--- src/rsc2_dec_pkg.sv ---
// duobinary decoder LLR package

package rsc2_dec_pkg;

  // ------------------------------
  // widths and sizes
  // ------------------------------

  localparam int LLR_W        = 5;          // symbol LLRs
  localparam int SM_W         = 10;         // alpha / beta
  localparam int BM_W         = SM_W + 1;   // branch metric and max tree
  localparam int EXTR_W       = 6;          // saturated extrinsic
  localparam int N_STATES     = 16;
  localparam int N_HYP        = 4;          // duobit hypotheses
  localparam int LAPO_LATENCY = 6;          // sum + 4 max layers + offset

  // ------------------------------
  // metric types
  // ------------------------------

  typedef logic signed [LLR_W-1:0]  llr_t;
  typedef logic signed [SM_W-1:0]   metric_t;
  typedef logic signed [BM_W-1:0]   branch_t;
  typedef logic signed [EXTR_W-1:0] extr_val_t;

  typedef llr_t    [1:3]                      hyp_llr_t;   // per hyp, 00 implied zero
  typedef llr_t    [1:0]                      llr_pair_t;  // two parity LLRs
  typedef metric_t [N_STATES-1:0]             state_t;
  typedef branch_t [N_STATES-1:0][N_HYP-1:0]  gamma_t;     // gamma_e + alpha
  typedef branch_t [N_STATES-1:0][N_HYP-1:0]  bm_t;        // alpha + gamma_e + beta
  typedef branch_t [1:3]                      lapo_t;
  typedef extr_val_t [1:3]                    extr_t;

  // duobit hypothesis {a, b}
  typedef enum logic [1:0] {
    HYP_00,
    HYP_01,
    HYP_10,
    HYP_11
  } hyp_e;

  // ------------------------------
  // trellis
  // ------------------------------

  typedef logic [N_STATES-1:0][N_HYP-1:0][3:0] next_tab_t;
  typedef logic [N_STATES-1:0][N_HYP-1:0][1:0] par_tab_t;

  // one encoder step, returns {par[1:0], next[3:0]}
  // r[0] is the D cell ... r[3] the D^4 cell
  function automatic logic [5:0] trel_step(int s, int h);
    logic [3:0] r;
    logic [3:0] nxt;
    logic [1:0] par;
    logic       a;
    logic       b;
    logic       w;
    r      = 4'(s);
    a      = h[1];
    b      = h[0];
    w      = a ^ b ^ r[2] ^ r[3];           // feedback 1+D^3+D^4, both bits at tap 0
    nxt    = {r[2], r[1], r[0] ^ b, w};     // b again at tap 1
    par[0] = w ^ r[0] ^ r[3];               // 1+D+D^4
    par[1] = w ^ r[1] ^ r[3];               // 1+D^2+D^4
    return {par, nxt};
  endfunction

  function automatic next_tab_t gen_next_states();
    next_tab_t tab;
    logic [5:0] step;
    for (int s = 0; s < N_STATES; s++) begin
      for (int h = 0; h < N_HYP; h++) begin
        step      = trel_step(s, h);
        tab[s][h] = step[3:0];
      end
    end
    return tab;
  endfunction

  function automatic par_tab_t gen_parity();
    par_tab_t tab;
    logic [5:0] step;
    for (int s = 0; s < N_STATES; s++) begin
      for (int h = 0; h < N_HYP; h++) begin
        step      = trel_step(s, h);
        tab[s][h] = step[5:4];
      end
    end
    return tab;
  endfunction

  localparam next_tab_t trel_next_states = gen_next_states();
  localparam par_tab_t  trel_parity      = gen_parity();

  // ------------------------------
  // arithmetic helpers
  // ------------------------------

  localparam branch_t EXTR_MAX = branch_t'((1 << (EXTR_W - 1)) - 1);
  localparam branch_t EXTR_MIN = -branch_t'(1 << (EXTR_W - 1));

  function automatic branch_t bm_max(branch_t a, branch_t b);
    return (a > b) ? a : b;   // plain max-log, no correction
  endfunction

  function automatic extr_val_t sat_extr(branch_t v);
    if (v > EXTR_MAX)
      return extr_val_t'(EXTR_MAX);
    if (v < EXTR_MIN)
      return extr_val_t'(EXTR_MIN);
    return extr_val_t'(v);
  endfunction

endpackage

--- src/rsc2_dec_gamma.sv ---
// branch metric unit

module rsc2_dec_gamma
  import rsc2_dec_pkg::*;
(
  input  logic      iclk,
  input  logic      ireset,
  input  logic      iclkena,
  //
  input  logic      ival,
  input  hyp_llr_t  lsys,
  input  hyp_llr_t  lapri,
  input  llr_pair_t lpar,
  input  state_t    alpha,
  input  state_t    beta,
  //
  output logic      oval,
  output gamma_t    ogamma,   // gamma_e + alpha
  output state_t    obeta     // beta, aligned with ogamma
);

  // ------------------------------
  // combinational branch sums
  // ------------------------------

  gamma_t gamma_c;

  always_comb begin
    branch_t acc;
    for (int s = 0; s < N_STATES; s++) begin
      for (int h = 0; h < N_HYP; h++) begin
        acc = alpha[s];                       // sign extended
        if (hyp_e'(h) != HYP_00)
          acc = acc + lsys[h] + lapri[h];     // hyp 00 is the reference
        if (trel_parity[s][h][0])
          acc = acc + lpar[0];
        if (trel_parity[s][h][1])
          acc = acc + lpar[1];
        gamma_c[s][h] = acc;
      end
    end
  end

  // ------------------------------
  // output register
  // ------------------------------

  always_ff @(posedge iclk or posedge ireset) begin
    if (ireset)
      oval <= 1'b0;
    else if (iclkena)
      oval <= ival;
  end

  // payload, no reset
  always_ff @(posedge iclk) begin
    if (iclkena && ival) begin
      ogamma <= gamma_c;
      obeta  <= beta;     // one cycle later than alpha path would be wrong
    end
  end

  // valid never X once out of reset
  a_oval_known : assert property (
    @(posedge iclk) disable iff (ireset)
    !$isunknown(oval)
  );

endmodule

--- config.mk ---
export PLATFORM = sky130hd
export DESIGN_NAME = rsc2_dec_gamma
export DESIGN_NICKNAME = d
export VERILOG_FILES = /design/src/rsc2_dec_pkg.sv /design/src/rsc2_dec_gamma.sv
export SDC_FILE = /design/constraint.sdc
export NUM_CORES = 2
export LEC_CHECK = 0
export BUFFER_PORTS_ARGS = -buffer_cell sky130_fd_sc_hd__buf_2
export CORE_AREA = 2 2 472 474
export CTS_BUF_LIST = sky130_fd_sc_hd__clkbuf_4 sky130_fd_sc_hd__clkbuf_8 sky130_fd_sc_hd__clkbuf_16
export DETAILED_ROUTE_END_ITERATION = 6
export DIE_AREA = 0 0 474 476
export PLACE_DENSITY = 0.58
export SYNTH_ARGS = -nofsm -noshare
export SYNTH_HDL_FRONTEND = slang
export SYNTH_SLANG_ARGS = --single-unit
--- constraint.sdc ---
create_clock -name iclk -period 0.95 [get_ports iclk]
set_input_delay 0.0475 -clock iclk [delete_from_list [all_inputs] [get_ports iclk]]
set_output_delay 0.0475 -clock iclk [all_outputs]
set_load 0.02 [all_outputs]
# Word level (Yosys, flattened, before mapping)
# Index checks and enable logic that the tools add are counted.
[op_classes]
bitwise = 0
mux = 0
magnitude_cmp = 0
n_addsub = 160
div = 0
eq_ne = 0
n_mul = 0
reduce_logical = 1
shifts = 0
[ops]
columns = ["op", "count"]
rows = [
  ["$add 11x5->11", 100],
  ["$add 10x5->11", 60],
  ["$logic_and 1x1->1", 1],
]
[totals]
latchBits = 0
reg_bits = 861
ramBits = 0
input_bits = 364
rom_bits = 0
n_memories = 0
word_cells = 242
output_inout_bits = 865

# Longest topological paths before layout
[depth]
ltp_word = 4
mapped_depth = 13

# Least setup slack after synthesis
# No wires, ideal clock.
[synth_path]
path_kind = "input port to flip-flop"
from = "input port ival"
to = "register obeta[0] (netlist name) (enable)"
slack_ps = -19684
stages = 1
setup_ps = 1338
arrival_ps = 19295
path_cell_list = "and2_1"
[synth_between]
elab_chain_cells = 1
[synth_lines]
columns = ["item", "line", "rtl"]
rows = [
  ["start: declaration", "rsc2_dec_gamma.sv:10", "input logic ival,"],
  ["$logic_and 1x1->1", "rsc2_dec_gamma.sv:57", "if (iclkena && ival) begin"],
  ["end signal: assignment", "rsc2_dec_gamma.sv:59", "obeta <= beta;"],
  ["end: declaration", "rsc2_dec_gamma.sv:19", "output state_t obeta"],
]
# No other way between the ends.
# A chain may end at the register's enable or synchronous reset.

==> impl_metrics.yaml <==
run_status:
  status: "complete, but fails checks"
  violations: "hold timing, setup timing"
drt:
  first_iter_violations: 3010
  wire_per_inst_um: 25.0
  wl_um: 279000
  ant_nets: 0
  route.detailed.drc: 0
  drt_first_pass_iters: 5
  via_per_inst: 4.65
  num_vias: 51762
placed_design:
  pre_cts_ws_ps: -3150
  portBuffers: 1228
  hpwlAfterDp_um: 227000
  routabilityCongestion: 0.958
flow_run:
  drv_cap: 0
setup_path:
  slowest_delay_ps: 560
  cp.required_ps: 1450
  arrival_ps: 3620
  crit_type: "in2reg"
  r2r_end: "oval"
  end_kind: "flip-flop"
  reg2reg_slack_ps: 210
  r2r-start: "oval"
  path_max_fanout: 4
  rr_worst_depth: 1
  start_kind: "input pin"
  crit_top_cell: "buf_6"
  cp_cell_sequence: "buf_12, clkinvlp_4, buf_6, buf_6, buf_6, fa_2, inv_2, fa_2, clkinv_4, fa_1, inv_1, ha_1, a21oi_2, o2111ai_2, a41o_1, a21oi_2, xnor2_1"
  crit_path_top_delay_cell: "fa_2"
grt:
  grt-ovfl-total: 0
  antenna_found_initial: 54
  grt_pass1_vias: 53082
  met3_usage: 0.0463
  grtUsageMet2: 0.391
  top_usage_layer: "met2"
  grt_start_max_net_pins: 49
  use_met1: 0.296
  grt_usage: 0.239
  grt_pass1_wl_um: 382000
cts:
  htree_num_levels: 3
  holdBufCountCts: 377
  clk_latency_ps: 750
  cts_tree: "built"
  clockBufferDepth: 3
  cts_made_buffers: 108
  clk_pin_slew_ps: 60
  root_buffer: "clkbuf_16"
  cts.sinks: 861
layout:
  area_delta_synth_final_pct: 59.2
  drive_gt1_frac: 0.468
  finalNetCount: 9590
floorplan:
  fp-row-count: 173
  initial_utilization: 0.279
  die_area_mm2: 0.226
  coreArea_mm2: 0.221
  dieHeight_um: 476
  chipWidth_um: 474
  pin_count: 1229
yosys:
  syn_nets: 6243
  yosysMostFrequentCell: "edfxtp_1"
  synthCells: 4703
  synth_edf_count: 860
  synth_largest_area_cell: "edfxtp_1"
  synth_commonest_cells: "edfxtp_1 (860), inv_1 (626), fa_1 (589)"
  yosys_warnings: 0
  synth_seq_area_share: 0.419
  ys_ff_latch: 861
  syn_avg_cell_area_um2: 13.1
  syn_area_mm2: 0.0617
  synth.distinct_cells: 50
  synth_ff_type: "edfxtp_1"
  synth_area_leaders: "edfxtp_1 (42%), fa_1 (19%), ha_1 (12%)"
  netlist.area_leader.share: 0.419
  async_flop_share: 0.00116
timing:
  rsz0062_at_grt: "yes"
  whs_ps: -327
  timing.final.ws_setup_ps: -2180
  worst_pin_slew_ps: 784
  slew_viol_final: 0
  min_period_ps: 3130
  hold_viol_final: 76
  timing.final.crit_share: 3.29
  fin_skew_ps: 0
  fmax_ghz: 0.320
  setup_viol: 2156
  relSlewSlack: 0.477
worst_hold_path:
  hold_class: "in2reg"
  hp-start: "alpha[60]"
  worstHoldEndpoint: "ogamma[286]"
  hold_path_depth: 2
power_and_ir_drop:
  power_density_mw_per_mm2: 2540
  ir_drop_mv: 1.67
  power_leakage_nw: 43.5
==> worst max-delay path, delay by kind of cell <==
family                     cells  cell delay [ps]
AOI/OAI and AO/OA              4              730
adders and majority gates      4             1940
xor gates and xnor gates       1               80
buffers and inverters          8              790
==> metrics by stage <==
step / cells / total power, mW / TNS [ps] / utilization / area, um^2
4_1_cts: 11036 / 241 / -1103330 / 0.433 / 95700
5_1_grt: 11134 / 263 / -1190560 / 0.444 / 98100
6_report: 11139 / 249 / -1112010 / 0.444 / 98100
3_3_place_gp: 10360 / 182 / -1472900 / 0.382 / 84400
3_5_place_dp: 10360 / 184 / -1493840 / 0.382 / 84400
2_1_floorplan: 4703 / 127 / -5553580 / - / 62300
==> cells by family after synthesis <==
logic type / Yosys count / synth area share
adders and majority gates: 1176 / 0.310
xor gates and xnor gates: 515 / 0.0732
AOI/OAI and AO/OA: 784 / 0.0983
buffers and inverters: 631 / 0.0387
muxes: 9 / 0.00148
DFF: 861 / 0.419
and+or+nand+nor: 727 / 0.0587
==> repair_timing <==
action                                  4_1_cts  5_1_grt
hold endpoints to repair                    395       80
buffers inserted                            118      117
gates resized for setup                     630      370
cloned                                        1        0
pin swaps                                   302      313
endpoints found under the setup margin     1466     2163
==> registers in the layout, summed over array words and instances, names as in the netlist <==
signal  count
oval        1
obeta     160
ogamma    700
==> where the power goes <==
| part | switching, mW | total [mW] | leakage (nW) | internal, mW |
|---|---|---|---|---|
| Sequential | 4.44 | 59.6 | 8.08 | 55.2 |
| Clock | 18.5 | 44.5 | 1.84 | 26.0 |
| Combinational | 74.4 | 145 | 33.6 | 70.4 |
==> area by class of cell <==
type	count	area [um^2]
inverter	626	2410
clock inverter	80	975
antenna	22	55.1
fill	20046	123000
clock buffer	122	2820
timing repair buffer	3242	24700
multi-input combinational	3211	37600
tap	2975	3720
sequential	861	25800
==> worst max path at each step <==
stage	from	to	cells past startpoint
global route	lpar[2]	ogamma[218]	17
CTS	lpar[2]	ogamma[21]	17
detailed placement	lpar[2]	ogamma[20]	16
finish	lpar[2]	ogamma[175]	17
floorplan	iclkena	obeta[0]	1
global placement	lpar[2]	ogamma[20]	16
==> placed cells by master (no fill, tap or decap), types with 94 or more instances in the layout <==
| cell type | Yosys | routed |
|---|---|---|
| nand3_1 | 157 | 123 |
| buf_2 | 0 | 1193 |
| ha_4 | 0 | 106 |
| a21o_1 | 169 | 168 |
| nor2_1 | 223 | 189 |
| edfxtp_1 | 860 | 860 |
| inv_1 | 626 | 528 |
| nand2_1 | 97 | 94 |
| xor2_1 | 102 | 97 |
| ha_1 | 587 | 467 |
| buf_6 | 0 | 141 |
| fa_1 | 589 | 515 |
| buf_4 | 4 | 1379 |
| xnor2_1 | 413 | 354 |
| buf_12 | 0 | 135 |
| clkbuf_16 | 0 | 108 |
| a21oi_1 | 251 | 144 |
| dlygate4sd3_1 | 0 | 377 |
==> metal layers <==
layer,vias to the layer above,share of wire
met5,-,0.00043
met4,22,0.063
met3,457,0.063
met2,1759,0.47
met1,26126,0.40
li1,23398,-
(Power assumes the default switching activity.)
