**src/rsc2_dec_pkg.sv**
```systemverilog
// duobinary decoder LLR package

package rsc2_dec_pkg;

  // ------------------------------
  // widths and sizes
  // ------------------------------

  localparam int LLR_W        = 5;          // symbol LLRs
  localparam int SM_W         = 10;         // alpha / beta
  localparam int BM_W         = SM_W + 1;   // branch metric and max tree
  localparam int EXTR_W       = 6;          // saturated extrinsic
  localparam int N_STATES     = 16;
  localparam int N_HYP        = 4;          // duobit hypotheses
  localparam int LAPO_LATENCY = 6;          // sum + 4 max layers + offset

  // ------------------------------
  // metric types
  // ------------------------------

  typedef logic signed [LLR_W-1:0]  llr_t;
  typedef logic signed [SM_W-1:0]   metric_t;
  typedef logic signed [BM_W-1:0]   branch_t;
  typedef logic signed [EXTR_W-1:0] extr_val_t;

  typedef llr_t    [1:3]                      hyp_llr_t;   // per hyp, 00 implied zero
  typedef llr_t    [1:0]                      llr_pair_t;  // two parity LLRs
  typedef metric_t [N_STATES-1:0]             state_t;
  typedef branch_t [N_STATES-1:0][N_HYP-1:0]  gamma_t;     // gamma_e + alpha
  typedef branch_t [N_STATES-1:0][N_HYP-1:0]  bm_t;        // alpha + gamma_e + beta
  typedef branch_t [1:3]                      lapo_t;
  typedef extr_val_t [1:3]                    extr_t;

  // duobit hypothesis {a, b}
  typedef enum logic [1:0] {
    HYP_00,
    HYP_01,
    HYP_10,
    HYP_11
  } hyp_e;

  // ------------------------------
  // trellis
  // ------------------------------

  typedef logic [N_STATES-1:0][N_HYP-1:0][3:0] next_tab_t;
  typedef logic [N_STATES-1:0][N_HYP-1:0][1:0] par_tab_t;

  // one encoder step, returns {par[1:0], next[3:0]}
  // r[0] is the D cell ... r[3] the D^4 cell
  function automatic logic [5:0] trel_step(int s, int h);
    logic [3:0] r;
    logic [3:0] nxt;
    logic [1:0] par;
    logic       a;
    logic       b;
    logic       w;
    r      = 4'(s);
    a      = h[1];
    b      = h[0];
    w      = a ^ b ^ r[2] ^ r[3];           // feedback 1+D^3+D^4, both bits at tap 0
    nxt    = {r[2], r[1], r[0] ^ b, w};     // b again at tap 1
    par[0] = w ^ r[0] ^ r[3];               // 1+D+D^4
    par[1] = w ^ r[1] ^ r[3];               // 1+D^2+D^4
    return {par, nxt};
  endfunction

  function automatic next_tab_t gen_next_states();
    next_tab_t tab;
    logic [5:0] step;
    for (int s = 0; s < N_STATES; s++) begin
      for (int h = 0; h < N_HYP; h++) begin
        step      = trel_step(s, h);
        tab[s][h] = step[3:0];
      end
    end
    return tab;
  endfunction

  function automatic par_tab_t gen_parity();
    par_tab_t tab;
    logic [5:0] step;
    for (int s = 0; s < N_STATES; s++) begin
      for (int h = 0; h < N_HYP; h++) begin
        step      = trel_step(s, h);
        tab[s][h] = step[5:4];
      end
    end
    return tab;
  endfunction

  localparam next_tab_t trel_next_states = gen_next_states();
  localparam par_tab_t  trel_parity      = gen_parity();

  // ------------------------------
  // arithmetic helpers
  // ------------------------------

  localparam branch_t EXTR_MAX = branch_t'((1 << (EXTR_W - 1)) - 1);
  localparam branch_t EXTR_MIN = -branch_t'(1 << (EXTR_W - 1));

  function automatic branch_t bm_max(branch_t a, branch_t b);
    return (a > b) ? a : b;   // plain max-log, no correction
  endfunction

  function automatic extr_val_t sat_extr(branch_t v);
    if (v > EXTR_MAX)
      return extr_val_t'(EXTR_MAX);
    if (v < EXTR_MIN)
      return extr_val_t'(EXTR_MIN);
    return extr_val_t'(v);
  endfunction

endpackage

```
**src/rsc2_dec_lapo.sv**
```systemverilog
// a-posteriori LLR max tree

module rsc2_dec_lapo
  import rsc2_dec_pkg::*;
(
  input  logic   iclk,
  input  logic   ireset,
  input  logic   iclkena,
  //
  input  logic   ival,
  input  gamma_t igamma,    // gamma_e + alpha[k]
  input  state_t istate,    // beta[k+1]
  //
  output logic   oval,
  output lapo_t  olapo
);

  // ------------------------------
  // stage valids
  // ------------------------------

  logic [LAPO_LATENCY-1:0] val;   // bit n set -> stage n+1 holds data

  always_ff @(posedge iclk or posedge ireset) begin
    if (ireset)
      val <= '0;
    else if (iclkena)
      val <= {val[LAPO_LATENCY-2:0], ival};
  end

  assign oval = val[LAPO_LATENCY-1];

  // ------------------------------
  // stage 1: full branch metric
  // ------------------------------

  bm_t bm;

  always_ff @(posedge iclk) begin
    if (iclkena && ival) begin
      for (int s = 0; s < N_STATES; s++) begin
        for (int h = 0; h < N_HYP; h++) begin
          // beta picked at the branch end state
          bm[s][h] <= igamma[s][h] + istate[trel_next_states[s][h]];
        end
      end
    end
  end

  // ------------------------------
  // stages 2..5: max over states
  // ------------------------------

  branch_t lay1 [N_HYP][N_STATES/2];    // pairs
  branch_t lay2 [N_HYP][N_STATES/4];    // quads
  branch_t lay3 [N_HYP][N_STATES/8];    // halves
  branch_t lay4 [N_HYP];                // one per hypothesis

  always_ff @(posedge iclk) begin
    if (iclkena) begin
      for (int h = 0; h < N_HYP; h++) begin
        // layer 1
        if (val[0]) begin
          for (int i = 0; i < N_STATES/2; i++)
            lay1[h][i] <= bm_max(bm[2*i][h], bm[2*i+1][h]);
        end
        // layer 2
        if (val[1]) begin
          for (int i = 0; i < N_STATES/4; i++)
            lay2[h][i] <= bm_max(lay1[h][2*i], lay1[h][2*i+1]);
        end
        // layer 3
        if (val[2]) begin
          for (int i = 0; i < N_STATES/8; i++)
            lay3[h][i] <= bm_max(lay2[h][2*i], lay2[h][2*i+1]);
        end
        // layer 4
        if (val[3])
          lay4[h] <= bm_max(lay3[h][0], lay3[h][1]);
      end
    end
  end

  // ------------------------------
  // stage 6: offset against hyp 00
  // ------------------------------

  always_ff @(posedge iclk) begin
    if (iclkena && val[4]) begin
      for (int h = 1; h < N_HYP; h++)
        olapo[h] <= lay4[h] - lay4[HYP_00];   // ratio to the all-zero duobit
    end
  end

  // every accepted input leaves exactly LAPO_LATENCY enabled edges later
  a_latency : assert property (
    @(posedge iclk) disable iff (ireset)
    (ival && iclkena) |=> iclkena [-> (LAPO_LATENCY - 1)] ##1 oval
  );

endmodule

```
**config.mk**
```make
export PLATFORM = sky130hd
export DESIGN_NAME = rsc2_dec_lapo
export DESIGN_NICKNAME = d
export VERILOG_FILES = /design/src/rsc2_dec_pkg.sv /design/src/rsc2_dec_lapo.sv
export SDC_FILE = /design/constraint.sdc
export NUM_CORES = 2
export LEC_CHECK = 0
export BUFFER_PORTS_ARGS = -buffer_cell sky130_fd_sc_hd__clkbuf_2
export CORE_ASPECT_RATIO = 1.75
export CORE_UTILIZATION = 35
export DETAILED_ROUTE_END_ITERATION = 10
export GPL_ROUTABILITY_DRIVEN = 0
export PLACE_DENSITY_LB_ADDON = 0.2
export SETUP_SLACK_MARGIN = 0.15
export SYNTH_ARGS = -nofsm -noshare
export SYNTH_HDL_FRONTEND = slang
export SYNTH_SLANG_ARGS = --single-unit
```
**constraint.sdc**
```tcl
create_clock -name iclk -period 13.5 [get_ports iclk]
set_clock_uncertainty 0.1 [all_clocks]
set_input_delay 1.35 -clock iclk [delete_from_list [all_inputs] [get_ports iclk]]
set_output_delay 1.35 -clock iclk [all_outputs]
set_load 0.005 [all_outputs]
```
==> Word-level counts from Yosys, hierarchy flattened <==
Memory sizes are Yosys's and may differ from the RTL's.
Cells that the tools add are included.
{ "op_classes": {"shifts": 0, "magnitude_cmp": 60, "bitwise": 0, "n_div": 0, "eq_ne": 0, "muxes": 72, "addsub": 67, "n_reduce_logical": 2, "multipliers": 0} }
{ "ops": {"columns": ["cell", "count"], "rows": [
  ["$add A11 B10 Y11", 64],
  ["$gt A11 B11 Y1", 60],
  ["$mux W11", 60],
  ["$sub A11 B11 Y11", 3],
  ["$mux W1", 12],
  ["$logic_and A1 B1 Y1", 2]
]} }
{ "word_totals": {"mem_bits_rw": 660, "latch_bits": 0, "romBits": 0, "register_bits": 743, "out_inout_bits": 34, "mem_count": 4} }
{ "mem_list": {"columns": ["name", "depth", "word_bits", "rd", "rd_ports_with_merged_regs", "wr", "line_no", "rtl"], "rows": [
  ["lay1", 4, 88, 4, 0, 4, "rsc2_dec_lapo.sv:54", "branch_t lay1 [N_HYP][N_STATES/2];"],
  ["lay2", 4, 44, 4, 0, 4, "rsc2_dec_lapo.sv:55", "branch_t lay2 [N_HYP][N_STATES/4];"],
  ["lay3", 4, 22, 4, 0, 4, "rsc2_dec_lapo.sv:56", "branch_t lay3 [N_HYP][N_STATES/8];"],
  ["lay4", 4, 11, 4, 0, 4, "rsc2_dec_lapo.sv:57", "branch_t lay4 [N_HYP];"]
]} }

==> Logic depth before layout (Yosys ltp) <==
{ "depth": {"word_depth": 3, "mapped_depth": 8, "depth_no_buf": 8} }

==> Worst setup path before layout <==
OpenSTA, ideal clock, no wires.
{ "synth_timing": {"path_type": "input to register", "startpoint": "in iclkena", "endpoint": "reg bm[0] in the netlist's numbering, enable pin", "required_time_ns": 12.240, "arrival_time_ns": 17.431, "path_buffers": 1, "slack_ns": -5.191, "cell_stages": 2, "cell_sequence": "clkbuf_1 and2_1"} }
{ "synth_via": {"elab_chain_cells": 1} }
{ "synth_lines": {"columns": ["element", "line_no", "rtl"], "rows": [
  ["start, declared", "rsc2_dec_lapo.sv:8", "input logic iclkena,"],
  ["$logic_and A1 B1 Y1", "rsc2_dec_lapo.sv:40", "if (iclkena && ival) begin"],
  ["end signal, assigned by index", "rsc2_dec_lapo.sv:44", "bm[s][h] <= igamma[s][h] + istate[trel_next_states[s][h]];"],
  ["end, declared", "rsc2_dec_lapo.sv:37", "bm_t bm;"]
]} }
No other way between the ends.
A chain may end at the register's enable or synchronous reset.

==> Worst setup path after layout <==
{ "layout_timing": {"startpoint": "in iclkena", "endpoint": "reg bm[51] in the netlist's numbering, enable pin"} }
Same word-level chain as after synthesis.

==> flow_metrics.tcl <==
set metrics [dict create \
    comb_power_share 0.309 \
    synth_xor_area_frac 0.04074 \
    synth_top_family_by_area "adder cells" \
    ctsRootBufferMaster "clkbuf_16" \
    max_freq_ghz 0.2357 \
    hold_violations 0 \
    wl_per_cell_um 24.24 \
    power_switching_mw 4.739 \
    ys_warn_count 0 \
    drt-initial-drc-count 4047 \
    tritoncts "built" \
    sw_frac_of_total 0.3196 \
    post-cts-setup-buffers 0 \
    fin_crit_ns 4.242 \
    dieHeight_um 707.5 \
    htree_num_levels 4 \
    synthAdderAreaFrac 0.1806 \
    cp_max_fo 150 \
    seq_area_um2 42100 \
    final.setup.tns_ns 0 \
    antenna_found_initial 80 \
    synthFlopType "edfxtp_1" \
    cts_hold_buf 0 \
    ios 902 \
    final-setup-viol-count 0 \
    ys_types 59 \
    rsz0062_at_grt "false" \
    ys_seq_area_frac 0.4229 \
    fill_cells 26730 \
    worst_pin_slew_ns 1.383 \
    multi_input_area_um2 53950 \
    end_kind "flop" \
    synthCells 8459 \
    final_antenna_net_count 0 \
    drt_wl_total_um 325800 \
    max-vdd-ir-drop_mv 0.09792 \
    async_reset_ff_frac 0.004277 \
    p_clk_frac 0.288 \
    track_usage 0.2214 \
    path_class "in -> reg" \
    port_buffers 901 \
    first_global_vias 73050 \
    start_kind "input port" \
    cts.sinks 1403 \
    first_pass_iters 6 \
    layout.nets 11760 \
    clk_latency_ns 0.86 \
    synth-seq-cells 1403 \
    synth-edff-count 1397 \
    routed_via_density 5.304 \
    grt_start_max_net_pins 151 \
    syn-num-nets 10720 \
    drv_slew 0 \
    synth.mux.area_fraction 0.09170 \
    drc 0 \
    vias 71290 \
    grt_pass1_wl_um 462300 \
    hp-class "in -> async" \
    hpwl_um 273600 \
    clkTransAtPathRegs_ns 0.06 \
    core_um2 282500 \
    start_util 0.3524 \
    synthSimpleGateAreaFrac 0.1046 \
    synth.avg_cell_area_um2 11.77 \
    slew_headroom 0.07788 \
    netlist_area_um2 99550 \
    grt.overflow.total 0 \
    syn_to_final_growth_pct 14.19 \
    power_frac_seq 0.403 \
    outcome "finished clean" \
    die_w_um 405.1 \
    ff2ff_setup_slack_ns 9.71 \
    synth-compound-area-share 0.1242 \
    period_share 0.3142 \
    drv_cap 0 \
    clk_path_buf_depth 4 \
    pwr_density_cell_nw_per_um2 130.4 \
    die-area_um2 286600 \
    arrival_ns 4.56 \
    leakage_nw 49.13 \
    internal-power_mw 10.09 \
    total_power_mw 14.83 \
    cts_resized 0 \
    core.rowCount 258 \
    layout-drive-gt1-share 0.2184 \
    numCtsBuffers 153 \
    worst_ep_required_time_ns 13.82 \
]
[registers in the layout, indices dropped and copies added, names as in the netlist]
name   count
val        6
lay1     352
lay3      88
lay2     176
lay4      44
bm       704
olapo     33
[area by class of cell]
type	instances	share of cell area
Inverter	752	0.02483
Multi-Input combinational cell	6231	0.4746
Tap cell	3770	0.04150
Timing Repair Buffer	957	0.04370
Clock inverter	102	0.009378
Antenna cell	59	0.001299
Sequential cell	1403	0.3704
Clock buffer	167	0.03433
[metal layers]
metal	vias up	share of wire	GRT usage
met1	34160	0.35	0.2264
met4	58	0.095	0.1814
met5	-	0.0012	0
met2	2099	0.50	0.3928
li1	34180	-	-
met3	791	0.054	0.03839
[stage by stage]
stage	cell area (µm²)	setup WS [ns]	utilization	std cells	hold slack, ns
after CTS	113500	9.329	0.4019	13380	0.2480
after detailed placement	108600	8.421	0.3843	13110	0.4142
after floorplan	99550	2.705	-	8459	0.3890
after global placement	108600	8.534	0.3843	13110	0.3969
final	113700	9.258	0.4025	13440	0.3238
after global routing	113600	9.045	0.4023	13420	0.3125
[Yosys cell counts (25+ instances only)]
| library cell | n | area share |
|---|---|---|
| nor3_1 | 146 | 0.0073 |
| xor2_1 | 131 | 0.012 |
| buf_6 | 50 | 0.0057 |
| nand2b_1 | 131 | 0.0082 |
| a31o_2 | 64 | 0.0056 |
| and3_1 | 163 | 0.010 |
| inv_1 | 752 | 0.028 |
| or4_1 | 106 | 0.0080 |
| o311ai_0 | 42 | 0.0037 |
| xnor2_1 | 332 | 0.029 |
| or2_2 | 106 | 0.0067 |
| and2_1 | 54 | 0.0034 |
| fa_1 | 67 | 0.013 |
| ha_1 | 1330 | 0.17 |
| a21o_1 | 118 | 0.0089 |
| nor4_1 | 112 | 0.0070 |
| and4_1 | 50 | 0.0044 |
| nand3_1 | 54 | 0.0027 |
| nor3_2 | 49 | 0.0049 |
| a211oi_1 | 55 | 0.0041 |
| mux2_4 | 500 | 0.075 |
| nand2_1 | 493 | 0.019 |
| mux2_2 | 74 | 0.0084 |
| nand4_1 | 54 | 0.0034 |
| edfxtp_1 | 1397 | 0.42 |
| a2111o_1 | 80 | 0.0090 |
| mux2_1 | 70 | 0.0079 |
| a21oi_1 | 517 | 0.026 |
| o21a_1 | 198 | 0.015 |
| a221oi_2 | 100 | 0.015 |
| o211ai_1 | 136 | 0.010 |
| nor2_1 | 423 | 0.016 |
| o21ai_1 | 25 | 0.0013 |
| o21ai_0 | 278 | 0.014 |
[layout by cell type (no fill, tap or decap), types with 80 or more instances in the layout]
cell type     n
edfxtp_1   1397
ha_1       1330
clkbuf_2    901
inv_1       752
a21oi_1     517
mux2_4      500
nand2_1     493
nor2_1      423
xnor2_1     332
o21ai_0     278
o21a_1      198
and3_1      163
clkbuf_16   154
nor3_1      146
o211ai_1    136
xor2_1      131
nand2b_1    131
a21o_1      118
nor4_1      112
or2_2       106
or4_1       106
a221oi_2    100
a2111o_1     80
[cell families after synthesis]
kind of cell / after synthesis
AO/OA/AOI/OAI: 1733
XOR/XNOR: 463
adder cells (fa/ha/maj): 1397
buffers and inverters: 825
flip-flops: 1403
multiplexers: 644
AND/OR/NAND/NOR: 1994
[path summary, 6_finish.rpt]
path | from | end | cells after the start
min | ireset | val[5] | 2
max | iclkena | bm[51] | 5
min in group iclk | val[5] | val[5] | 1
min reg2reg | val[5] | val[5] | 1
max reg2reg | val[0] | lay1[1][156] | 4
max in group asynchronous | ireset | val[2] | 2
[worst max-delay path, stage by stage]
cell      delay, ns
clkbuf_2       0.24
and2_4         0.51
buf_4          0.75
buf_4          0.71
buf_12         0.53
[power groups by stage]
stage               logic [mW]  registers, mW  clock network [mW]
floorplan                 3.22           5.90                   0
global placement          4.48           6.05                   0
detailed placement        4.57           6.07                   0
CTS                       4.62           5.98                4.39
global route              5.02           6.01                4.52
finish                    4.59           5.97                4.27
Note: power is estimated with default switching activity, not from simulation.
