==> src/rsc2_dec_pkg.sv <==
// duobinary decoder LLR package

package rsc2_dec_pkg;

  // ------------------------------
  // widths and sizes
  // ------------------------------

  localparam int LLR_W        = 5;          // symbol LLRs
  localparam int SM_W         = 10;         // alpha / beta
  localparam int BM_W         = SM_W + 1;   // branch metric and max tree
  localparam int EXTR_W       = 6;          // saturated extrinsic
  localparam int N_STATES     = 16;
  localparam int N_HYP        = 4;          // duobit hypotheses
  localparam int LAPO_LATENCY = 6;          // sum + 4 max layers + offset

  // ------------------------------
  // metric types
  // ------------------------------

  typedef logic signed [LLR_W-1:0]  llr_t;
  typedef logic signed [SM_W-1:0]   metric_t;
  typedef logic signed [BM_W-1:0]   branch_t;
  typedef logic signed [EXTR_W-1:0] extr_val_t;

  typedef llr_t    [1:3]                      hyp_llr_t;   // per hyp, 00 implied zero
  typedef llr_t    [1:0]                      llr_pair_t;  // two parity LLRs
  typedef metric_t [N_STATES-1:0]             state_t;
  typedef branch_t [N_STATES-1:0][N_HYP-1:0]  gamma_t;     // gamma_e + alpha
  typedef branch_t [N_STATES-1:0][N_HYP-1:0]  bm_t;        // alpha + gamma_e + beta
  typedef branch_t [1:3]                      lapo_t;
  typedef extr_val_t [1:3]                    extr_t;

  // duobit hypothesis {a, b}
  typedef enum logic [1:0] {
    HYP_00,
    HYP_01,
    HYP_10,
    HYP_11
  } hyp_e;

  // ------------------------------
  // trellis
  // ------------------------------

  typedef logic [N_STATES-1:0][N_HYP-1:0][3:0] next_tab_t;
  typedef logic [N_STATES-1:0][N_HYP-1:0][1:0] par_tab_t;

  // one encoder step, returns {par[1:0], next[3:0]}
  // r[0] is the D cell ... r[3] the D^4 cell
  function automatic logic [5:0] trel_step(int s, int h);
    logic [3:0] r;
    logic [3:0] nxt;
    logic [1:0] par;
    logic       a;
    logic       b;
    logic       w;
    r      = 4'(s);
    a      = h[1];
    b      = h[0];
    w      = a ^ b ^ r[2] ^ r[3];           // feedback 1+D^3+D^4, both bits at tap 0
    nxt    = {r[2], r[1], r[0] ^ b, w};     // b again at tap 1
    par[0] = w ^ r[0] ^ r[3];               // 1+D+D^4
    par[1] = w ^ r[1] ^ r[3];               // 1+D^2+D^4
    return {par, nxt};
  endfunction

  function automatic next_tab_t gen_next_states();
    next_tab_t tab;
    logic [5:0] step;
    for (int s = 0; s < N_STATES; s++) begin
      for (int h = 0; h < N_HYP; h++) begin
        step      = trel_step(s, h);
        tab[s][h] = step[3:0];
      end
    end
    return tab;
  endfunction

  function automatic par_tab_t gen_parity();
    par_tab_t tab;
    logic [5:0] step;
    for (int s = 0; s < N_STATES; s++) begin
      for (int h = 0; h < N_HYP; h++) begin
        step      = trel_step(s, h);
        tab[s][h] = step[5:4];
      end
    end
    return tab;
  endfunction

  localparam next_tab_t trel_next_states = gen_next_states();
  localparam par_tab_t  trel_parity      = gen_parity();

  // ------------------------------
  // arithmetic helpers
  // ------------------------------

  localparam branch_t EXTR_MAX = branch_t'((1 << (EXTR_W - 1)) - 1);
  localparam branch_t EXTR_MIN = -branch_t'(1 << (EXTR_W - 1));

  function automatic branch_t bm_max(branch_t a, branch_t b);
    return (a > b) ? a : b;   // plain max-log, no correction
  endfunction

  function automatic extr_val_t sat_extr(branch_t v);
    if (v > EXTR_MAX)
      return extr_val_t'(EXTR_MAX);
    if (v < EXTR_MIN)
      return extr_val_t'(EXTR_MIN);
    return extr_val_t'(v);
  endfunction

endpackage

==> src/rsc2_dec_lextr.sv <==
// extrinsic LLR and output register

module rsc2_dec_lextr
  import rsc2_dec_pkg::*;
(
  input  logic     iclk,
  input  logic     ireset,
  //
  input  logic     oready,      // downstream accepts
  input  logic     in_take,     // symbol accepted at the input side
  input  hyp_llr_t lsys,
  input  hyp_llr_t lapri,
  input  logic     lapo_val,
  input  lapo_t    lapo,
  //
  output logic     clkena,      // pipeline enable
  output logic     out_valid,
  output extr_t    lextr
);

  // ------------------------------
  // a-priori + systematic delay
  // ------------------------------

  lapo_t apri_sum;
  lapo_t apri_dly [LAPO_LATENCY+1];   // last stage lines up with lapo

  always_comb begin
    for (int h = 1; h < N_HYP; h++)
      apri_sum[h] = lsys[h] + lapri[h];   // widened to BM_W
  end

  always_ff @(posedge iclk) begin
    if (clkena) begin
      if (in_take)
        apri_dly[0] <= apri_sum;
      for (int i = 1; i <= LAPO_LATENCY; i++)
        apri_dly[i] <= apri_dly[i-1];
    end
  end

  // ------------------------------
  // output register and hold
  // ------------------------------

  assign clkena = !(out_valid && !oready);   // stall only when full and not taken

  always_ff @(posedge iclk or posedge ireset) begin
    if (ireset)
      out_valid <= 1'b0;
    else if (clkena)
      out_valid <= lapo_val;
  end

  always_ff @(posedge iclk) begin
    if (clkena && lapo_val) begin
      for (int h = 1; h < N_HYP; h++)
        lextr[h] <= sat_extr(lapo[h] - apri_dly[LAPO_LATENCY][h]);
    end
  end

  // held result does not move
  a_hold_stable : assert property (
    @(posedge iclk) disable iff (ireset)
    (out_valid && !oready) |=> $stable(lextr)
  );

  // upstream frozen while held, no new lapo shows up
  a_no_lapo_in_hold : assert property (
    @(posedge iclk) disable iff (ireset)
    !clkena |=> !$rose(lapo_val)
  );

endmodule

==> config.mk <==
export PLATFORM = sky130hd
export DESIGN_NAME = rsc2_dec_lextr
export DESIGN_NICKNAME = d
export VERILOG_FILES = /design/src/rsc2_dec_pkg.sv /design/src/rsc2_dec_lextr.sv
export SDC_FILE = /design/constraint.sdc
export NUM_CORES = 1
export LEC_CHECK = 0
export BUFFER_PORTS_ARGS = -buffer_cell sky130_fd_sc_hd__buf_4
export CAP_MARGIN = 20
export CORE_ASPECT_RATIO = 1.75
export CORE_MARGIN = 5
export CORE_UTILIZATION = 58
export CTS_BUF_LIST = sky130_fd_sc_hd__clkbuf_16
export CTS_CLUSTER_SIZE = 10
export DETAILED_ROUTE_END_ITERATION = 16
export PLACE_DENSITY = 0.8
export SYNTH_ARGS = -nofsm -noshare
export SYNTH_HDL_FRONTEND = slang
export SYNTH_SLANG_ARGS = --single-unit
==> constraint.sdc <==
create_clock -name iclk -period 5.6 [get_ports iclk]
set_input_delay 1.12 -clock iclk [delete_from_list [all_inputs] [get_ports iclk]]
set_output_delay 1.12 -clock iclk [all_outputs]
set_load 0.01 [all_outputs]
# == Word level (Yosys, flattened, before mapping) ==
# Memories as Yosys holds them, arrays and structs flattened.
# Cells that the tools add are included.
# totals
ff_bits,19
ramBits,231
word_cells,52
n_memories,1
# op_classes
n_addsub,6
n_lt_le_gt_ge,6
muxes,31
reduce_logical,4
# memory_table
name,words,width,rd,rd_clocked_by_memory_dff,wr,line,source
apri_dly,7,33,7,0,7,rsc2_dec_lextr.sv:26,lapo_t apri_dly [LAPO_LATENCY+1];
# ops
op,n
$mux 6,12
$gt 11x6->1 const B,3
$lt 11x6->1 const B,3
$sub 11x11->11,3
$mux 1,19
$add 5x5->6,3
$logic_and 1x1->1,2
$logic_not 1->1,2

# == Logic depth before layout (Yosys ltp) ==
# Gate-level depths: netlist of run 1.
# logic_depth
depth_word,9
ltp_mapped,10
depth_no_buf,10

# == Worst setup path after synthesis of run 1 ==
# OpenSTA, ideal clock, no wires.
# synth_path
kind,in2reg
start,in oready
end,"mem apri_dly[0][0] in the netlist's numbering, enable pin"
setup_time_ns,0.376
arrival_time_ns,4.613
required_time_ns,5.224
slack_ns,0.610
path_stages,2
path_cell_list,nand2b_1 and2_1
# synth_rtl
element,line,source
from (decl),rsc2_dec_lextr.sv:9,"input logic oready,"
to (decl),rsc2_dec_lextr.sv:26,

# == Final worst setup path of run 1 ==
# layout_path
start,in lapo[22] in the netlist's numbering
end,"reg lextr[13] in the netlist's numbering, data pin"
# layout_via
elab_chain_cells,7
elab_cells_between_ends,11
classes_between,1 x add/sub; 2 x order compare; 8 x mux
# layout_rtl
element,line,source
from (decl),rsc2_dec_lextr.sv:14,"input lapo_t lapo,"
$sub 11x11->11 (*),rsc2_dec_lextr.sv:58,lextr[h] <= sat_extr(lapo[h] - apri_dly[LAPO_LATENCY][h]);
$lt 11x6->1,rsc2_dec_pkg.sv:109,if (v < EXTR_MIN)
$mux 1 (2 in series),rsc2_dec_pkg.sv:109,
$mux 1,rsc2_dec_lextr.sv:56,if (clkena && lapo_val) begin
$mux 6,rsc2_dec_pkg.sv:111,return extr_val_t'(v);
$mux 6 (*),rsc2_dec_pkg.sv:109,
"to (signal, indexed assignment)",rsc2_dec_lextr.sv:58,
to (decl),rsc2_dec_lextr.sv:18,output extr_t lextr
# Mark *: on every way between the ends. The rest lies on a longest branch, timed or not. The select of a mux whose other input is x is not followed.
# A chain may end at the register's enable or synchronous reset.

==> flow_metrics.env, run 1 <==
export IMPL_final_max_slew_viol_count=0
export IMPL_timing_rr_start="apri_dly[6][22]$_DFFE_PN_"
export IMPL_critPathMaxStageDelay_ns=0.42
export IMPL_crit_slowest_cell="o31ai_1"
export IMPL_synthArstFlopShare_pct=0.690
export IMPL_path_class="in2reg"
export IMPL_drtIter0Drc=131
export IMPL_syn_inst=460
export IMPL_dieHeight_um=151
export IMPL_synth_edff_count=144
export IMPL_route_detailed_drc=0
export IMPL_syn_area_mm2=0.00663
export IMPL_ys_flop_type="edfxtp_1"
export IMPL_track_usage_pct=16.1
export IMPL_routabilityCongestion=0.815
export IMPL_cts_reportedPaths_clkPinSlew_ns=0.06
export IMPL_setup_viol=0
export IMPL_coreArea_mm2=0.0112
export IMPL_cts_tree="built"
export IMPL_grt_pass1_wl_um=17800
export IMPL_timing_hold_violations_final=0
export IMPL_finalSetupTns_ns=0
export IMPL_status="completed"
export IMPL_finalCritPeriodShare_pct=57.6
export IMPL_yosysWarnings=0
export IMPL_holdPathStages=0
export IMPL_final_util_pct=72.0
export IMPL_cts_root_buffer="clkbuf_16"
export IMPL_cts_setup_buffers=0
export IMPL_worst_slew_pin_slew_ns=0.836
export IMPL_final_common_cell="edfxtp_1"
export IMPL_path_cells="buf_4 -> inv_1 -> ha_1 -> fa_1 -> nor2b_1 -> o211ai_1 -> a32oi_1 -> xnor2_1 -> nand3_1 -> o31ai_1 -> o21ai_1"
export IMPL_synth_area_leaders="edfxtp_1, ha_1, inv_1"
export IMPL_synth_largest_area_cell="edfxtp_1"
export IMPL_synth_seq_cells=145
export IMPL_vias=3942
export IMPL_nets=686
export IMPL_io_pins=88
export IMPL_crit_path_end_kind="flip-flop"
export IMPL_hold_ws_ns=0.417
export IMPL_grt_antenna_before_repair=0
export IMPL_dr_pass1_iters=4
export IMPL_post_cts_resized=0
export IMPL_clock_latency_ns=0.41
export IMPL_ir_drop_mv=0.319
export IMPL_rsz0062_at_grt="no"
export IMPL_drt_wirelength_per_cell_um=14.8
export IMPL_hold_path_class="reg2reg"
export IMPL_maxCapViolations=0
export IMPL_htree_levels=4
export IMPL_crit_fanout=5
export IMPL_area_delta_synth_final_pct=21.2
export IMPL_yosysSeqAreaShare_pct=65.6
export IMPL_layout_common_cells="edfxtp_1, buf_4, inv_1"
export IMPL_synth_avg_cell_area_um2=14.4
export IMPL_hold_buffers=0
export IMPL_die_width_um=90.8
export IMPL_slew_headroom_pct=44.3
export IMPL_skew_ns=0.00784
export IMPL_p_per_area_mw_per_mm2=369
export IMPL_cp_data_required_time_ns=5.73
export IMPL_dp_hpwl_um=7520
export IMPL_yosysUniqueCellTypes=48
export IMPL_grt_ovfl_total=0
export IMPL_reg2reg_depth=9
export IMPL_synth_fp_nets=579
export IMPL_die_area_mm2=0.0138
export IMPL_min_from="apri_dly[5][12]$_DFFE_PN_"
export IMPL_routed_wl_um=10500
export IMPL_layout_min_cycle_time_ns=3.23
export IMPL_numCtsBuffers=17
export IMPL_grt_max_degree=73
export IMPL_cts_sinks=145
export IMPL_vias_per_cell=5.54
export IMPL_start_util_pct=59.4
export IMPL_grt_pass1_vias=3999
export IMPL_drtAntennaViolNets=0
export IMPL_leakagePower_uw=0.00329
export IMPL_drive_gt1_share_pct=22.2
export IMPL_stdcell_area_mm2=0.00804
export IMPL_fmax_mhz=310
export IMPL_startpoint="lapo[22]"
export IMPL_cts_buffer_depth=2
export IMPL_power_uw=2960
export IMPL_placedInstanceArea_mm2=0.00746
export IMPL_cp_start_kind="input port"
export IMPL_rows=51
export IMPL_worst_endpoint_arrival_ns=3.36
export IMPL_io_buffers=87
export IMPL_synth_top_area_share_pct=65.2
export IMPL_antenna_cells=0
[sequential cells by signal, summed over array words and instances, names as in the netlist]
name / flops
lextr: 18
apri_dly: 126
out_valid: 1
[Yosys cell counts, types with 9 or more instances]
| cell type | number |
|---|---|
| nor2b_1 | 10 |
| ha_1 | 45 |
| nor2_1 | 19 |
| edfxtp_1 | 144 |
| a21oi_1 | 24 |
| nor3_1 | 12 |
| nand3_1 | 15 |
| xnor2_1 | 16 |
| inv_1 | 47 |
| xor2_1 | 9 |
| o21ai_0 | 20 |
[area by class of cell]
type | count | area (um2)
clock buffer | 17 | 425
clock inverter | 15 | 148
fill | 737 | 3130
inverter | 48 | 180
multi-input combinational | 267 | 2110
sequential | 145 | 4350
tap | 132 | 165
timing repair buffer | 88 | 661
[report_power, final]
group	switching (uW)	total, uW	internal, uW
clock	452	1080	624
combinational	274	498	224
sequential	32.5	1390	1360
[cells by family (layout without fill, tap and decap cells)]
group	Yosys count	count (layout)	share of synthesized area, %
multiplexers	6	6	0.906
AND/OR/NAND/NOR	91	91	7.66
AO/OA/AOI/OAI	94	94	9.49
flip-flops	145	145	65.6
XOR/XNOR	25	25	3.30
adder cells (fa/ha/maj)	51	51	10.3
buffers and inverters	48	168	2.72
[stage by stage]
stage                     setup slack, ns  cells
after detailed placement             1.97    680
after CTS                            2.39    712
after floorplan                     0.610    460
final                                2.37    712
after global placement               2.06    680
after global routing                 2.13    712
[worst max-delay path, delay by kind of cell]
kind | cells | cell delay (ns)
buffers and inverters | 2 | 0.11
xor gates and xnor gates | 1 | 0.18
adders and majority gates | 2 | 0.62
and+or+nand+nor | 2 | 0.28
AOI/OAI and AO/OA | 4 | 1.05
[worst paths after layout]
path | end | slack, ns
max in group asynchronous | out_valid$_DFFE_PP0N_ | 4.96
worst min register to register | apri_dly[6][12]$_DFFE_PN_ | 0.42
worst max-delay path | lextr[13]$_SDFFCE_PN1P_ | 2.37
worst min-delay path | apri_dly[6][12]$_DFFE_PN_ | 0.42
min in group asynchronous | out_valid$_DFFE_PP0N_ | 0.55
worst max register to register | lextr[13]$_SDFFCE_PN1P_ | 2.81
[routing by layer]
layer	wire, um	track usage [%]	vias to the layer above
met5	0	0	-
met2	5500	28.1	107
met4	133	6.02	0
met3	651	5.27	14
li1	-	-	1959
met1	4220	18.3	1862
Note: power is estimated with default switching activity, not from simulation.
==> run 2: changes to the inputs <==
- CORE_UTILIZATION: 58 -> 52
- PLACE_DENSITY: 0.8 -> 0.76
- clock period: 5.6 -> 2.85 ns (I/O delays scaled with it)
==> run 2 against run 1 <==
  * Final cell count is 7.9% higher
  * Cell area is 2.8% higher
  * Largest cell class unchanged
  * Combinational power is 110% higher
  * Critical path type is now reg2reg
==> flow_metrics.env, run 2 (synthesized netlist as in run 1, its figures left out) <==
export IMPL_grt_antenna_before_repair=0
export IMPL_power_frac_seq_pct=45.9
export IMPL_final_common_cell="edfxtp_1"
export IMPL_status="completed"
export IMPL_drive_gt1_share_pct=25.3
export IMPL_timing_rr_start="apri_dly[6][0]$_DFFE_PN_"
export IMPL_ir_drop_mv=0.461
export IMPL_switching_share_pct=25.1
export IMPL_timing_hold_violations_final=0
export IMPL_reg2reg_slack_ns=0.10
export IMPL_track_usage_pct=14.8
export IMPL_grt_pass1_wl_um=17700
export IMPL_crit_path_end_kind="flip-flop"
export IMPL_hold_ws_ns=0.355
export IMPL_fmax_mhz=364
export IMPL_fillers=922
export IMPL_p_clk_share_pct=36.5
export IMPL_io_pins=88
export IMPL_dieHeight_um=159
export IMPL_hold_end="out_valid$_DFFE_PP0N_"
export IMPL_cts_reportedPaths_clkPinSlew_ns=0.06
export IMPL_vias_per_cell=5.32
export IMPL_rows=54
export IMPL_r2r_end="lextr[0]$_SDFFCE_PN1P_"
export IMPL_power_uw=5940
export IMPL_drtAntennaViolNets=0
export IMPL_vias=4083
export IMPL_cp_data_required_time_ns=3.00
export IMPL_slew_headroom_pct=45.3
export IMPL_skew_ns=0.0110
export IMPL_start_util_pct=53.0
export IMPL_setup_viol=0
export IMPL_cts_sinks=145
export IMPL_dp_hpwl_um=7840
export IMPL_cp_start_kind="flip-flop"
export IMPL_grt_pass1_vias=4211
export IMPL_worst_endpoint_arrival_ns=2.90
export IMPL_coreArea_mm2=0.0125
export IMPL_final_util_pct=66.1
export IMPL_seq_area_mm2=0.00435
export IMPL_area_delta_synth_final_pct=24.6
export IMPL_antenna_cells=0
export IMPL_cts_root_buffer="clkbuf_16"
export IMPL_cts_buffer_depth=2
export IMPL_worst_slew_pin_slew_ns=0.820
export IMPL_routed_wl_um=10700
export IMPL_nets=706
export IMPL_p_per_area_mw_per_mm2=719
export IMPL_regMostFlops="apri_dly"
export IMPL_drt_wirelength_per_cell_um=13.9
export IMPL_layout_min_cycle_time_ns=2.75
export IMPL_routabilityCongestion=0.815
export IMPL_die_area_mm2=0.0152
export IMPL_drtIter0Drc=205
export IMPL_hold_path_class="in2reg"
export IMPL_switchingPower_uw=1490
export IMPL_crit_fanout=5
export IMPL_largest_reg_flops=126
export IMPL_die_width_um=95.4
export IMPL_numCtsBuffers=17
export IMPL_top_regs="apri_dly x126, lextr x18, out_valid x1"
export IMPL_route_detailed_drc=0
export IMPL_final_max_slew_viol_count=0
export IMPL_comb_power_share_pct=17.6
export IMPL_layout_common_cells="edfxtp_1, buf_4, inv_1"
export IMPL_intPower_uw=4450
export IMPL_cts_setup_buffers=0
export IMPL_grt_ovfl_total=0
export IMPL_maxCapViolations=0
export IMPL_reg2reg_depth=9
export IMPL_multi_input_comb_area_mm2=0.00212
export IMPL_leakagePower_uw=0.00339
export IMPL_cts_tree="built"
export IMPL_min_from="lapo_val"
export IMPL_holdPathStages=2
export IMPL_clock_latency_ns=0.41
export IMPL_io_buffers=87
export IMPL_dr_pass1_iters=4
export IMPL_grt_max_degree=39
export IMPL_htree_levels=4
export IMPL_finalCritPeriodShare_pct=96.4
export IMPL_path_class="reg2reg"
## run 2: cell types whose count changed in the layout (fill, tap and decap cells not counted), sizes merged
| cell | change |
|---|---|
| buf | +19 |
| bufinv | +1 |
| clkinvlp | +2 |
| dlygate4sd3 | +1 |
| inv | -3 |
## run 2: critical path, stage by stage, from the launching register on
cell      delay (ns)
edfxtp_1        0.39
ha_1            0.24
fa_2            0.37
nor2b_2         0.13
o31a_1          0.24
o22ai_2         0.11
xnor2_1         0.15
or4_4           0.53
o21bai_2        0.22
a21oi_1         0.10
## run 2: how the worst max path moves through the flow
| stage | from | to | slack (ns) |
|---|---|---|---|
| floorplan | lapo[0] | lextr[0]$_SDFFCE_PN1P_ | 0.06 |
| global placement | lapo[0] | lextr[0]$_SDFFCE_PN1P_ | -0.15 |
| detailed placement | lapo[0] | lextr[0]$_SDFFCE_PN1P_ | -0.22 |
| CTS | apri_dly[6][0]$_DFFE_PN_ | lextr[0]$_SDFFCE_PN1P_ | 0.07 |
| global route | apri_dly[6][0]$_DFFE_PN_ | lextr[2]$_SDFFCE_PN1P_ | -0.02 |
| finish | apri_dly[6][0]$_DFFE_PN_ | lextr[0]$_SDFFCE_PN1P_ | 0.10 |
## run 2: power by group through the flow
stage | Sequential, uW | Clock [uW] | Combinational [uW]
finish | 2730 | 2170 | 1050
global route | 2750 | 2330 | 1170
CTS | 2730 | 2220 | 1040
detailed placement | 2780 | 0 | 1030
global placement | 2760 | 0 | 982
floorplan | 2780 | 0 | 665
## run 2: layout make-up
cell class | count | share of cell area [%]
multi-input cells | 267 | 25.7
clock buffers | 17 | 5.15
clock inverters | 15 | 1.95
well taps | 168 | 2.54
repair buffers | 108 | 9.85
flip-flops and latches | 145 | 52.7
inverters | 48 | 2.18
## run 2: per-layer routing
layer | wire length (um) | GRT usage [%]
met1 | 4180 | 16.2
met2 | 5680 | 25.9
met3 | 602 | 4.35
met4 | 224 | 6.44
met5 | 0 | 0
## run 2: timing repair
item,CTS,global route
hold buffers,1,0
hold endpoints to repair,1,0
endpoints found under the setup margin,0,10
gates resized for setup,0,4
## run 2: through the flow
| stage | setup slack (ns) | std cells | instance area (um2) | setup TNS [ns] |
|---|---|---|---|---|
| 2_1_floorplan | 0.0604 | 460 | 6640 | 0 |
| 5_1_grt | -0.0214 | 768 | 8260 | -0.0602 |
| 3_3_place_gp | -0.146 | 735 | 7650 | -1.06 |
| 6_report | 0.103 | 768 | 8260 | 0 |
| 3_5_place_dp | -0.222 | 735 | 7650 | -2.16 |
| 4_1_cts | 0.0712 | 768 | 8250 | 0 |
==> run 3: changes to the inputs <==
- CELL_PAD_IN_SITES_DETAIL_PLACEMENT: not set -> 2
- CELL_PAD_IN_SITES_GLOBAL_PLACEMENT: not set -> 2
- CORE_UTILIZATION: 52 -> 37
- PLACE_DENSITY: 0.76 -> not set
- PLACE_DENSITY_LB_ADDON: not set -> 0.1
==> run 3 against run 2 <==
  * Sequential power barely moved
  * Global-route usage rose by 0.72 points
  * Final cell count increased by 9.1%
  * Sequential cell count unchanged
  * Largest cell class unchanged
  * Routed wire length up 44%
  * Via count up 2.5%
==> flow_metrics.env, run 3 (synthesized netlist as in run 1, its figures left out) <==
export IMPL_route_detailed_drc=0
export IMPL_io_buffers=87
export IMPL_drt_wirelength_per_cell_um=18.4
export IMPL_path_cells="inv_1 -> ha_1 -> buf_4 -> o21ai_0 -> nor2_1 -> o22ai_2 -> xnor2_1 -> or4_4 -> o21bai_4 -> a21oi_1"
export IMPL_grt_ovfl_total=0
export IMPL_layout_setup_ws_ns=0.114
export IMPL_layout_min_cycle_time_ns=2.74
export IMPL_p_per_area_mw_per_mm2=749
export IMPL_dr_pass1_iters=4
export IMPL_critPathMaxStageDelay_ns=0.56
export IMPL_drive_gt1_share_pct=26.9
export IMPL_cts_reportedPaths_clkPinSlew_ns=0.06
export IMPL_die_area_mm2=0.0208
export IMPL_top_regs="apri_dly x126, lextr x18, out_valid x1"
export IMPL_io_pins=88
export IMPL_vias=4184
export IMPL_routed_wl_um=15400
export IMPL_grt_pass1_wl_um=25200
export IMPL_cp_start_kind="flip-flop"
export IMPL_crit_family="simple AND/OR/NAND/NOR gates"
export IMPL_skew_ns=0.00595
export IMPL_final_common_cell="edfxtp_1"
export IMPL_grt_pass1_vias=4855
export IMPL_drtIter0Drc=190
export IMPL_largest_reg_flops=126
export IMPL_layout_common_cells="edfxtp_1, buf_4, inv_1"
export IMPL_crit_slowest_cell="or4_4"
export IMPL_nets=713
export IMPL_crit_path_end_kind="flip-flop"
export IMPL_cts_tree="built"
export IMPL_vias_per_cell=4.99
export IMPL_ir_drop_mv=0.436
export IMPL_hold_ws_ns=0.370
export IMPL_worst_endpoint_arrival_ns=2.90
export IMPL_cp_data_required_time_ns=3.02
export IMPL_dieHeight_um=187
export IMPL_grt_max_degree=91
export IMPL_cts_buffer_depth=2
export IMPL_coreArea_mm2=0.0175
export IMPL_path_class="reg2reg"
export IMPL_worst_path_buf_inv=2
export IMPL_timing_hold_violations_final=0
export IMPL_numCtsBuffers=17
export IMPL_antenna_cells=0
export IMPL_finalCritPeriodShare_pct=96.0
export IMPL_rows=64
export IMPL_htree_levels=4
export IMPL_status="completed"
export IMPL_die_width_um=111
export IMPL_cts_sinks=145
export IMPL_maxCapViolations=0
export IMPL_power_uw=6360
export IMPL_final_max_slew_viol_count=0
export IMPL_clock_latency_ns=0.42
export IMPL_start_util_pct=37.8
export IMPL_dp_worst_setup_slack_ns=-0.262
export IMPL_fillers=1693
export IMPL_regMostFlops="apri_dly"
export IMPL_fmax_mhz=365
export IMPL_cts_root_buffer="clkbuf_16"
export IMPL_crit_fanout=6
export IMPL_slew_headroom_pct=69.9
export IMPL_drtAntennaViolNets=0
export IMPL_worst_slew_pin_slew_ns=0.451
export IMPL_hold_path_class="in2reg"
export IMPL_grt_antenna_before_repair=0
export IMPL_track_usage_pct=15.5
export IMPL_leakagePower_uw=0.00346
export IMPL_area_delta_synth_final_pct=28.0
export IMPL_dp_hpwl_um=11100
export IMPL_routabilityCongestion=0.756
export IMPL_setup_viol=0
run 3: cell count changes in the layout (fill, tap and decap cells not counted), moves of 2 or more:
cell	change
buf_4	+6
bufinv_16	+3
clkinvlp_4	-3
clkinv_1	+2
clkinv_2	+2
o21ai_2	+2
run 3: final cells by class:
| class | instances | area (um2) | share of cell area [%] |
|---|---|---|---|
| Sequential cell | 145 | 4350 | 51.3 |
| Timing Repair Buffer | 115 | 878 | 10.4 |
| Clock inverter | 15 | 214 | 2.52 |
| Clock buffer | 17 | 425 | 5.01 |
| Tap cell | 231 | 289 | 3.41 |
| Inverter | 48 | 180 | 2.12 |
| Multi-Input combinational cell | 267 | 2150 | 25.3 |
run 3: power breakdown:
| part | leakage (uW) | total (uW) | internal (uW) | switching, uW |
|---|---|---|---|---|
| Clock | 0.000309 | 2450 | 1550 | 897 |
| Sequential | 0.00144 | 2750 | 2670 | 81.6 |
| Combinational | 0.00171 | 1160 | 530 | 634 |
run 3: path summary, 6_finish.rpt:
check / slack (ns) / to / startpoint / depth (start not counted)
min in group asynchronous: 0.56 / out_valid$_DFFE_PP0N_ / ireset / 3
worst max register to register: 0.11 / lextr[1]$_SDFFCE_PN1P_ / apri_dly[6][10]$_DFFE_PN_ / 10
worst min-delay path: 0.37 / out_valid$_DFFE_PP0N_ / lapo_val / 2
max in group asynchronous: 2.19 / out_valid$_DFFE_PP0N_ / ireset / 3
worst max-delay path: 0.11 / lextr[1]$_SDFFCE_PN1P_ / apri_dly[6][10]$_DFFE_PN_ / 10
worst min register to register: 0.42 / apri_dly[6][4]$_DFFE_PN_ / apri_dly[5][4]$_DFFE_PN_ / 0
run 3: what timing repair did:
action	CTS	global route
endpoints found under the setup margin	3	13
setup buffers	1	2
hold buffers	1	0
pin swaps	1	3
hold endpoints to repair	1	0
resized for setup	0	11
run 3: metrics by stage:
step | instance area [um2] | util, % | setup TNS (ns) | cells
after floorplan | 6640 | - | 0 | 460
after global placement | 7770 | 44.3 | -1.61 | 802
after detailed placement | 7770 | 44.3 | -2.98 | 802
after CTS | 8430 | 48.1 | 0 | 836
after global routing | 8480 | 48.4 | -0.0122 | 838
final | 8480 | 48.4 | 0 | 838
run 3: metal layers:
layer	GRT usage [%]	share of wire, %	wire [um]	vias up
li1	-	-	-	2007
met1	14.9	36	5480	2068
met2	30.6	59	9100	86
met3	4.21	3.0	467	23
met4	6.00	2.4	365	0
met5	0	0	0	-
